### config.mk
export PLATFORM = sky130hd
export DESIGN_NAME = tag_mem_top
export DESIGN_NICKNAME = d
export VERILOG_FILES = /design/src/rtl/tag_mem_pkg.sv /design/src/rtl/select_flags.sv /design/src/rtl/access_planner.sv /design/src/rtl/mem_sequencer.sv /design/src/rtl/word_serializer.sv /design/src/rtl/tag_mem_top.sv
export SDC_FILE = /design/constraint.sdc
export NUM_CORES = 1
export LEC_CHECK = 0
export ABC_AREA = 1
export CAP_MARGIN = 20
export CORE_MARGIN = 5
export CORE_UTILIZATION = 50
export DETAILED_ROUTE_END_ITERATION = 8
export DONT_BUFFER_PORTS = 1
export GPL_TIMING_DRIVEN = 0
export PLACE_DENSITY = 0.75
export SLEW_MARGIN = 20
export SYNTH_ARGS = -nofsm -noshare
export SYNTH_HDL_FRONTEND = slang
export SYNTH_SLANG_ARGS = --single-unit
### constraint.sdc
create_clock -name clk -period 3.3 [get_ports clk]
set_input_delay 0.33 -clock clk [delete_from_list [all_inputs] [get_ports clk]]
set_output_delay 0.33 -clock clk [all_outputs]
set_load 0.005 [all_outputs]
### src/rtl/tag_mem_pkg.sv
// shared widths, bank codes, select action table and bus structs for the tag memory interface
package tag_mem_pkg;

    localparam int WORD_W      = 16;
    localparam int ADDR_W      = 6;
    localparam int BANK_DEPTH  = 64;
    localparam int BIT_CNT_W   = $clog2(WORD_W);

    typedef logic [WORD_W-1:0] word_t;
    typedef logic [ADDR_W-1:0] addr_t;

    typedef enum logic [1:0] {
        BANK_NONE    = 2'd0,
        BANK_EPC     = 2'd1,
        BANK_SENSOR1 = 2'd2,
        BANK_SENSOR2 = 2'd3
    } bank_t;

    typedef enum logic [1:0] {
        CMD_SELECT,
        CMD_EPC_WRITE,
        CMD_EPC_READ,
        CMD_SENSOR_READ
    } cmd_kind_t;

    typedef struct packed {
        cmd_kind_t   kind;
        bank_t       membank;  // sensor bank for a sensor read
        logic [2:0]  target;
        logic [2:0]  action;
        addr_t       pointer;
        logic [6:0]  count;
        word_t       data;     // select mask or write word
    } tag_cmd_t;

    typedef struct packed {
        bank_t       sensor;
        logic [7:0]  time_stamp;
        logic [7:0]  adc;
    } sensor_sample_t;

    typedef struct packed {
        logic        write;
        bank_t       bank;
        addr_t       addr;
        word_t       wdata;
    } mem_access_t;

    typedef struct packed {
        bank_t       bank;
        addr_t       addr;
        logic        pc_b;
        logic        we;
        logic        se;
        word_t       wdata;
    } mem_ctrl_t;

    typedef struct packed {
        logic [1:0]  session;
        logic        inven_flag;
        logic        sl_flag;
    } tag_flags_t;

    localparam addr_t      CODE_WORD_ADDR = 6'd2;
    localparam int         SAMPLE_CREDITS = 1;
    localparam int         TX_CREDIT_MAX  = 8;
    localparam int         TX_CREDIT_W    = $clog2(TX_CREDIT_MAX + 1);
    localparam logic [2:0] TARGET_SL      = 3'd4;

    // what a select action does to the addressed flag
    typedef enum logic [1:0] {FLAG_KEEP, FLAG_SET, FLAG_CLEAR, FLAG_TOGGLE} flag_op_t;

    localparam flag_op_t ACT_ON_MATCH [8] = '{FLAG_SET, FLAG_SET, FLAG_KEEP, FLAG_TOGGLE,
                                             FLAG_CLEAR, FLAG_CLEAR, FLAG_KEEP, FLAG_KEEP};
    localparam flag_op_t ACT_ON_MISS  [8] = '{FLAG_CLEAR, FLAG_KEEP, FLAG_CLEAR, FLAG_KEEP,
                                             FLAG_SET, FLAG_KEEP, FLAG_SET, FLAG_TOGGLE};

endpackage

### src/rtl/select_flags.sv
// session and tag flag state, updated by select commands against the snooped EPC code word
`timescale 1ns/1ps

module select_flags import tag_mem_pkg::*; (
    input  logic        clk,
    input  logic        reset,
    input  logic        sel_valid,
    input  tag_cmd_t    cmd,
    input  logic        epc_write_valid,
    input  mem_access_t epc_write,
    output tag_flags_t  flags
);

    word_t    code_word;
    logic     match;
    logic     applies;
    flag_op_t op;

    function automatic logic apply_op(input flag_op_t fop, input logic cur);
        case (fop)
            FLAG_SET:    apply_op = 1'b1;
            FLAG_CLEAR:  apply_op = 1'b0;
            FLAG_TOGGLE: apply_op = !cur;
            default:     apply_op = cur;
        endcase
    endfunction

    assign match   = (cmd.data == code_word);
    assign applies = sel_valid && cmd.membank == BANK_EPC && cmd.target <= TARGET_SL;
    assign op      = match ? ACT_ON_MATCH[cmd.action] : ACT_ON_MISS[cmd.action];

    always_ff @(posedge clk or posedge reset) begin
        if (reset) begin
            code_word <= '0;
        end else if (epc_write_valid && epc_write.bank == BANK_EPC &&
                     epc_write.addr == CODE_WORD_ADDR) begin
            code_word <= epc_write.wdata;  // snoop
        end
    end

    always_ff @(posedge clk or posedge reset) begin
        if (reset) begin
            flags.session    <= 2'd0;
            flags.inven_flag <= 1'b1;
            flags.sl_flag    <= 1'b1;
        end else if (applies) begin
            if (cmd.target == TARGET_SL) begin
                flags.sl_flag <= apply_op(op, flags.sl_flag);
            end else begin
                flags.inven_flag <= apply_op(op, flags.inven_flag);
                flags.session    <= cmd.target[1:0];  // targets 0..3 pick the session
            end
        end
    end

    a_session_only_on_select: assert property (
        @(posedge clk) disable iff (reset)
        !$past(sel_valid) |-> $stable(flags.session)
    );

endmodule

### src/rtl/access_planner.sv
// command intake, sample slot, sensor fill pointers and ordering of memory accesses for the tag
`timescale 1ns/1ps

module access_planner import tag_mem_pkg::*; (
    input  logic           clk,
    input  logic           reset,
    input  logic           cmd_valid,
    input  tag_cmd_t       cmd,
    output logic           cmd_ready,
    input  logic           sample_valid,
    input  sensor_sample_t sample,
    output logic           sample_credit,
    output logic           access_valid,
    output mem_access_t    access,
    input  logic           access_done,
    input  word_t          rdata,
    input  logic           word_free,
    output logic           word_valid,
    output word_t          word,
    output logic           word_last,
    output logic           sel_valid,
    output logic           epc_write_valid,
    output mem_access_t    epc_write
);

    typedef enum logic [1:0] {M_IDLE, M_WRITE, M_READ} mode_t;

    mode_t           mode;
    tag_cmd_t        cur_cmd;
    sensor_sample_t  slot;
    logic            slot_full;
    logic            slot_ok;
    logic [ADDR_W:0] fill1;
    logic [ADDR_W:0] fill2;
    logic [ADDR_W:0] slot_fill;
    logic [ADDR_W:0] rd_fill;
    logic            cmd_fire;
    logic            busy;
    logic            own_sample;  // outstanding access is the sample write
    addr_t           rd_addr;
    logic [6:0]      rd_left;
    logic            rd_down;
    logic            buf_empty;

    assign cmd_ready       = (mode == M_IDLE);
    assign cmd_fire        = cmd_valid && cmd_ready;
    assign sel_valid       = cmd_fire && cmd.kind == CMD_SELECT;
    assign slot_fill       = (slot.sensor == BANK_SENSOR2) ? fill2 : fill1;
    assign rd_fill         = (cmd.membank == BANK_SENSOR2) ? fill2 : fill1;
    assign slot_ok         = (slot.sensor == BANK_SENSOR1 || slot.sensor == BANK_SENSOR2) &&
                             slot_fill != BANK_DEPTH;
    assign buf_empty       = word_free && !word_valid;
    assign epc_write_valid = access_done && access.write;
    assign epc_write       = access;

    always_ff @(posedge clk) begin
        if (cmd_fire)
            cur_cmd <= cmd;
        if (sample_valid)
            slot <= sample;
        if (access_done && !access.write) begin
            word      <= rdata;
            word_last <= (rd_left == 7'd1);
        end
    end

    always_ff @(posedge clk or posedge reset) begin
        if (reset) begin
            mode          <= M_IDLE;
            slot_full     <= 1'b0;
            fill1         <= '0;
            fill2         <= '0;
            busy          <= 1'b0;
            own_sample    <= 1'b0;
            rd_addr       <= '0;
            rd_left       <= '0;
            rd_down       <= 1'b0;
            access_valid  <= 1'b0;
            access        <= '0;
            sample_credit <= 1'b0;
            word_valid    <= 1'b0;
        end else begin
            access_valid  <= 1'b0;
            sample_credit <= 1'b0;
            word_valid    <= 1'b0;
            if (sample_valid)
                slot_full <= 1'b1;
            if (cmd_fire) begin
                case (cmd.kind)
                    CMD_EPC_WRITE: mode <= M_WRITE;
                    CMD_EPC_READ: begin
                        rd_addr <= cmd.pointer;
                        rd_left <= cmd.count;
                        rd_down <= 1'b0;
                        if (cmd.count != 0)
                            mode <= M_READ;
                    end
                    CMD_SENSOR_READ: begin
                        rd_addr <= addr_t'(rd_fill - 1'b1);  // newest sample first
                        rd_left <= rd_fill;
                        rd_down <= 1'b1;
                        if (rd_fill != 0)
                            mode <= M_READ;  // empty bank stays idle
                    end
                    default: ;
                endcase
            end
            if (access_done) begin
                busy <= 1'b0;
                if (own_sample) begin
                    slot_full     <= 1'b0;
                    sample_credit <= 1'b1;
                    if (slot.sensor == BANK_SENSOR2)
                        fill2 <= fill2 + 1'b1;
                    else
                        fill1 <= fill1 + 1'b1;
                end else if (mode == M_WRITE) begin
                    mode <= M_IDLE;
                end else begin
                    word_valid <= 1'b1;
                    rd_left    <= rd_left - 1'b1;
                    rd_addr    <= rd_down ? rd_addr - 1'b1 : rd_addr + 1'b1;
                end
            end else if (!busy) begin
                if (slot_full && !slot_ok) begin
                    slot_full     <= 1'b0;  // full bank, drop it
                    sample_credit <= 1'b1;
                end else if (slot_full) begin
                    access_valid <= 1'b1;
                    busy         <= 1'b1;
                    own_sample   <= 1'b1;
                    access <= '{write: 1'b1, bank: slot.sensor, addr: addr_t'(slot_fill),
                                wdata: {slot.time_stamp, slot.adc}};
                end else if (mode == M_WRITE) begin
                    access_valid <= 1'b1;
                    busy         <= 1'b1;
                    own_sample   <= 1'b0;
                    access <= '{write: 1'b1, bank: BANK_EPC, addr: cur_cmd.pointer,
                                wdata: cur_cmd.data};
                end else if (mode == M_READ && rd_left != 0 && buf_empty) begin
                    access_valid <= 1'b1;
                    busy         <= 1'b1;
                    own_sample   <= 1'b0;
                    access <= '{write: 1'b0, bank: rd_down ? cur_cmd.membank : BANK_EPC,
                                addr: rd_addr, wdata: '0};
                end else if (mode == M_READ && rd_left == 0 && buf_empty) begin
                    mode <= M_IDLE;  // last word fully shifted out
                end
            end
        end
    end

    a_sample_needs_credit: assert property (
        @(posedge clk) disable iff (reset)
        sample_valid |-> !slot_full
    );

endmodule

### src/rtl/mem_sequencer.sv
// strobe sequencing for one read or write access of the word-addressed memory macro
`timescale 1ns/1ps

module mem_sequencer import tag_mem_pkg::*; (
    input  logic        clk,
    input  logic        reset,
    input  logic        access_valid,
    input  mem_access_t access,
    output logic        access_done,
    output word_t       rdata,
    output mem_ctrl_t   mem,
    input  word_t       mem_rdata
);

    typedef enum logic [2:0] {
        PH_IDLE,
        PH_SEL,
        PH_PRE,
        PH_ADDR,
        PH_EN,
        PH_CAP,
        PH_REL
    } phase_t;

    phase_t      state;
    mem_access_t req;

    assign access_done = (state == PH_REL);

    always_ff @(posedge clk) begin
        if (state == PH_IDLE && access_valid)
            req <= access;
        if (state == PH_CAP && mem.se)
            rdata <= mem_rdata;  // sense data valid here
    end

    always_ff @(posedge clk or posedge reset) begin
        if (reset) begin
            state <= PH_IDLE;
            mem   <= '{bank: BANK_NONE, addr: '0, pc_b: 1'b1, we: 1'b0, se: 1'b0, wdata: '0};
        end else begin
            case (state)
                PH_IDLE: begin
                    if (access_valid) begin
                        state    <= PH_SEL;
                        mem.bank <= access.bank;
                    end
                end
                PH_SEL: begin
                    state    <= PH_PRE;
                    mem.pc_b <= 1'b0;
                end
                PH_PRE: begin
                    state     <= PH_ADDR;
                    mem.addr  <= req.addr;
                    mem.wdata <= req.wdata;
                end
                PH_ADDR: begin
                    state  <= PH_EN;
                    mem.we <= req.write;
                    mem.se <= !req.write;
                end
                PH_EN: begin
                    state <= PH_CAP;  // strobes held a second cycle
                end
                PH_CAP: begin
                    state    <= PH_REL;
                    mem.pc_b <= 1'b1;
                    mem.we   <= 1'b0;
                    mem.se   <= 1'b0;
                end
                PH_REL: begin
                    state    <= PH_IDLE;
                    mem.bank <= BANK_NONE;
                end
                default: begin
                    state <= PH_IDLE;
                end
            endcase
        end
    end

    a_we_se_exclusive: assert property (
        @(posedge clk) disable iff (reset)
        !(mem.we && mem.se)
    );

    a_strobes_need_precharge_low: assert property (
        @(posedge clk) disable iff (reset)
        mem.pc_b |-> !(mem.we || mem.se)
    );

endmodule

### src/rtl/word_serializer.sv
// one-word buffer shifted out lsb first, paced by bit credits from the modulator
`timescale 1ns/1ps

module word_serializer import tag_mem_pkg::*; (
    input  logic  clk,
    input  logic  reset,
    input  logic  word_valid,
    input  word_t word,
    input  logic  word_last,
    output logic  word_free,
    input  logic  tx_credit,
    output logic  tx_bit_valid,
    output logic  tx_bit,
    output logic  tx_last
);

    logic [TX_CREDIT_W-1:0] credits;
    logic [BIT_CNT_W-1:0]   bit_cnt;
    word_t                  shreg;
    logic                   last_word;
    logic                   full;
    logic                   send;
    logic                   gain;

    assign word_free = !full;
    assign send      = full && credits != 0;
    assign gain      = tx_credit && (credits != TX_CREDIT_MAX || send);  // excess lost

    always_ff @(posedge clk) begin
        if (send) begin
            shreg <= shreg >> 1;
        end else if (word_valid && !full) begin
            shreg     <= word;
            last_word <= word_last;
        end
    end

    always_ff @(posedge clk or posedge reset) begin
        if (reset) begin
            credits      <= '0;
            bit_cnt      <= '0;
            full         <= 1'b0;
            tx_bit_valid <= 1'b0;
            tx_bit       <= 1'b0;
            tx_last      <= 1'b0;
        end else begin
            credits      <= credits + TX_CREDIT_W'(gain) - TX_CREDIT_W'(send);
            tx_bit_valid <= send;
            tx_last      <= send && last_word && bit_cnt == BIT_CNT_W'(WORD_W - 1);
            if (send) begin
                tx_bit  <= shreg[0];
                bit_cnt <= bit_cnt + 1'b1;
                if (bit_cnt == BIT_CNT_W'(WORD_W - 1))
                    full <= 1'b0;
            end else if (word_valid && !full) begin
                full    <= 1'b1;
                bit_cnt <= '0;
            end
        end
    end

    a_word_only_when_free: assert property (
        @(posedge clk) disable iff (reset)
        word_valid |-> word_free
    );

endmodule

### src/rtl/tag_mem_top.sv
// top level of the tag memory interface, connecting flags, planner, sequencer and serializer
`timescale 1ns/1ps

module tag_mem_top import tag_mem_pkg::*; (
    input  logic           clk,
    input  logic           reset,
    input  logic           cmd_valid,
    input  tag_cmd_t       cmd,
    output logic           cmd_ready,
    input  logic           sample_valid,
    input  sensor_sample_t sample,
    output logic           sample_credit,
    input  logic           tx_credit,
    output logic           tx_bit_valid,
    output logic           tx_bit,
    output logic           tx_last,
    output mem_ctrl_t      mem,
    input  word_t          mem_rdata,
    output tag_flags_t     flags
);

    logic        sel_valid;
    logic        epc_write_valid;
    mem_access_t epc_write;
    logic        access_valid;
    mem_access_t access;
    logic        access_done;
    word_t       rdata;
    logic        word_free;
    logic        word_valid;
    word_t       word;
    logic        word_last;

    select_flags i_select_flags (
        .clk             (clk),
        .reset           (reset),
        .sel_valid       (sel_valid),
        .cmd             (cmd),
        .epc_write_valid (epc_write_valid),
        .epc_write       (epc_write),
        .flags           (flags)
    );

    access_planner i_access_planner (
        .clk             (clk),
        .reset           (reset),
        .cmd_valid       (cmd_valid),
        .cmd             (cmd),
        .cmd_ready       (cmd_ready),
        .sample_valid    (sample_valid),
        .sample          (sample),
        .sample_credit   (sample_credit),
        .access_valid    (access_valid),
        .access          (access),
        .access_done     (access_done),
        .rdata           (rdata),
        .word_free       (word_free),
        .word_valid      (word_valid),
        .word            (word),
        .word_last       (word_last),
        .sel_valid       (sel_valid),
        .epc_write_valid (epc_write_valid),
        .epc_write       (epc_write)
    );

    mem_sequencer i_mem_sequencer (
        .clk          (clk),
        .reset        (reset),
        .access_valid (access_valid),
        .access       (access),
        .access_done  (access_done),
        .rdata        (rdata),
        .mem          (mem),
        .mem_rdata    (mem_rdata)
    );

    word_serializer i_word_serializer (
        .clk          (clk),
        .reset        (reset),
        .word_valid   (word_valid),
        .word         (word),
        .word_last    (word_last),
        .word_free    (word_free),
        .tx_credit    (tx_credit),
        .tx_bit_valid (tx_bit_valid),
        .tx_bit       (tx_bit),
        .tx_last      (tx_last)
    );

endmodule

==> summary.md <==
| Metric | Value |
|---|---|
| Outcome | completed |
| Io pins | 114 |
| HP Class | in2reg |
| Synthesis-stage register bit count | 238 |
| Layout Skew | 16.73 ps |
| Drt first-iter violations | 704 |
| Cells along the critical path | inv_1 > ha_1 > a21oi_1 > clkbuf_1 > ha_1 > inv_1 > ha_1 > inv_1 > fa_1 > xnor2_1 |
| Syn Area/Cell | 9.970 um2 |
| Routed Wire Length | 25.14 mm |
| Commonest non-fill, non-tap cell in the layout | nand2_1 |
| Crit Path Class | reg2reg |
| Clk pwr share | 29.6% |
| Rows | 53 |
| WP buf/inv | 4 |
| Drt pass-1 iters | 6 |
| Count of final max-slew check failures | 0 |
| Min cycle time layout | 2701 ps |
| Layout cell share with drive strength beyond 1 | 9.145% |
| Synth async-reset ratio | 51.68% |
| Post-DR vias/cell | 5.312 |
| Top cell type's share of synthesized area | 32.67% |
| DPL Wire Length | 17.07 mm |
| Final hold slack | 34.90 ps |
| Combinational share of power | 25.7% |
| Root buffer cell | clkbuf_16 |
| Layout Area Growth over Synthesis | 19.32% |
| GPL Wtd Cong | 0.8866 |
| Hold path endpoint | i_access_planner.rd_addr[3] |
| Top post-synthesis cells by area | edfxtp_1 (33%), dfrtp_1 (29%), nand2_1 (11%) |
| Net Sw Power | 0.003406 W |
| Post-synth top area cell | edfxtp_1 |
| Crit path max-delay cell type | clkbuf_1 |
| Vias in the first global route | 7533 |
| Synth warn | 0 |
| Cells after Synth | 1051 |
| GRT overflow | 0 |
| CTS tree | done |
| # resized after CTS | 0 |
| Internal Power | 0.006865 W |
| Syn Nets | 1147 |
| Via count | 7676 |
| Reg clk slew, reported paths | 60 ps |
| Max H-tree Level | 1 |
| Sequential cell area | 6525 um2 |
| Nature of the critical path startpoint | flip-flop |
| Worst Path Max Fanout | 11 |
| Unrepaired setup endpoints after global routing | false |
| Routed len/inst | 17.40 um |
| VDD IR max | 402.5 uV |
| Mapped cell area | 10480 um2 |
| Initial antenna violation count | 0 |
| Die Width | 154.8 um |
| Hold depth | 4 |
| Die Span Y | 154.8 um |
| Hold path startpoint | cmd[26] |
| RR Endpoint | i_word_serializer.credits[2] |
| Reg2Reg Depth | 10 |
| Placed cell areas | 10940 um2 |
| Residual DRC count | 0 |
| CTS Sinks | 238 |
| # setup viols final | 0 |
| R2R Setup Slk | 600 ps |
| Total power | 0.01027 W |
| Design area | 12500 um2 |
| Switching share of power | 33.16% |
| Finished Core Util | 60.05% |
| Max-cap violations | 0 |
| Launching point of the worst reg2reg path | i_word_serializer.credits[2] |
| ANT cells | 0 |
| Max incr delay on CP | 470 ps |
| Dominant synthesized flop cell | dfrtp_1 |
| Die area | 23950 um2 |
| Worst Setup End Kind | flip-flop |
| Area used by multi-input combinational logic | 3307 um2 |
| Core area | 20820 um2 |
| DRT antenna net count | 0 |
| Crit path arrival time | 3130 ps |
| Num CTS Buffers | 26 |
| Crit path max-delay family | adder cells |
| Sum Neg Setup Slack | 0 ps |
| Fillers | 1646 |
| GRT Total Usage | 20.87% |
| Initial Util | 50.32% |
| IO Port Bufs | 0 |
| PwrDens | 821.5 nW/um2 |
| Hold Violations, Final | 0 |
| Nets | 1246 |
| Sequential Power Share | 44.7% |
| Synth unique cells | 41 |
| Most frequent cells in the layout | nand2_1 (296), inv_1 (132), dfrtp_1 (120) |
| Max Clk Rate | 0.3702 GHz |
| CTS max path bufs | 3 |
| Period Utilization, post-route | 81.86% |
| Post-CTS Setup Repair Bufs | 0 |
| Worst slew pin tran | 1008 ps |
| Critical Path RT | 3730 ps |
| Latest clock arrival within the worst-skew pair | 540 ps |
| First-pass GRT wire length | 40.04 mm |
| Post-synth EDFFs | 114 |
| Post-synthesis sequential area ratio | 62.27% |
| P_leak | 5.562 nW |
| Slew headroom | 32.61% |
| Largest net degree at the start of global routing | 34 |
-- power groups by stage --
stage | clock (W) | sequential (W) | combinational [W]
floorplan | 0 | 0.00441 | 0.00195
global placement | 0 | 0.00461 | 0.00237
detailed placement | 0 | 0.00464 | 0.00252
CTS | 0.00310 | 0.00460 | 0.00263
global route | 0.00321 | 0.00469 | 0.00302
finish | 0.00304 | 0.00459 | 0.00264
-- stage by stage --
stage | std cells | setup slack (ps)
floorplan | 1051 | 1044
global placement | 1326 | 82.75
detailed placement | 1332 | 705.6
CTS | 1445 | 562.0
global route | 1445 | 403.3
finish | 1445 | 598.7
-- logic make-up after synthesis --
family,count (synthesis),synth area share [%]
simple gates,453,18.10
flops,238,62.27
buf+inv,165,6.221
compound gates,134,6.997
mux,22,2.364
xor+xnor,21,1.755
fa+ha+maj,18,2.293
-- flip-flops by register name, indices dropped and copies added (netlist names), 18 cells and up --
signal	count
i_mem_sequencer.req	23
i_access_planner.cur_cmd	24
i_access_planner.slot	18
i_mem_sequencer.mem	27
i_access_planner.access	25
-- synthesized netlist by cell type, types with 2 or more instances --
master / instances
o22ai_1: 5
fa_1: 2
xor2_1: 18
o211ai_1: 2
ha_1: 16
nand2_2: 4
clkbuf_1: 19
inv_1: 133
buf_6: 3
nor2_2: 3
dfstp_2: 3
edfxtp_1: 114
a31oi_1: 6
nand3_1: 22
or2_2: 3
mux2_2: 22
nor4_1: 3
buf_2: 8
xnor2_1: 3
nor2_1: 70
o21ai_0: 75
o21ai_2: 3
a21oi_1: 31
nor3_1: 11
nand2_1: 296
dfrtp_1: 120
a211oi_1: 5
nand4_1: 38
-- area by class of cell --
type	count	area share [%]
well taps	275	2.752
inverters	135	4.083
repair buffers	71	6.094
flip-flops and latches	238	52.19
clock buffers	34	5.764
plain buffers	30	1.171
clock inverters	14	1.501
multi-input cells	648	26.45
-- tightest hold or removal path: cells and delay by family --
family / cells / cell delay [ps]
AND/OR/NAND/NOR: 3 / 140
AO/OA/AOI/OAI: 1 / 50
-- layer usage --
metal	track usage [%]	up-vias	wire length (um)
met5	0	-	0
met4	6.013	0	544
met3	4.589	43	2144
met2	33.49	345	11890
met1	28.90	3615	10560
li1	-	3673	-
-- worst max-delay path by stage --
stage,start,end,slack (ps),cells after the start
floorplan,i_word_serializer.credits[2],i_word_serializer.credits[2],1040,10
global placement,i_access_planner.mode[0],i_access_planner.rd_left[4],80,6
detailed placement,i_word_serializer.credits[2],i_word_serializer.credits[1],710,10
CTS,i_word_serializer.credits[2],i_word_serializer.credits[2],560,10
global route,i_word_serializer.credits[2],i_word_serializer.credits[2],400,10
finish,i_word_serializer.credits[2],i_word_serializer.credits[2],600,10
-- repair_timing --
| item | 4_1_cts | 5_1_grt |
|---|---|---|
| hold buffers | 65 | 0 |
| hold endpoints to repair | 175 | 0 |
| endpoints found under the setup margin | 0 | 0 |
Note: power is estimated with default switching activity, not from simulation.
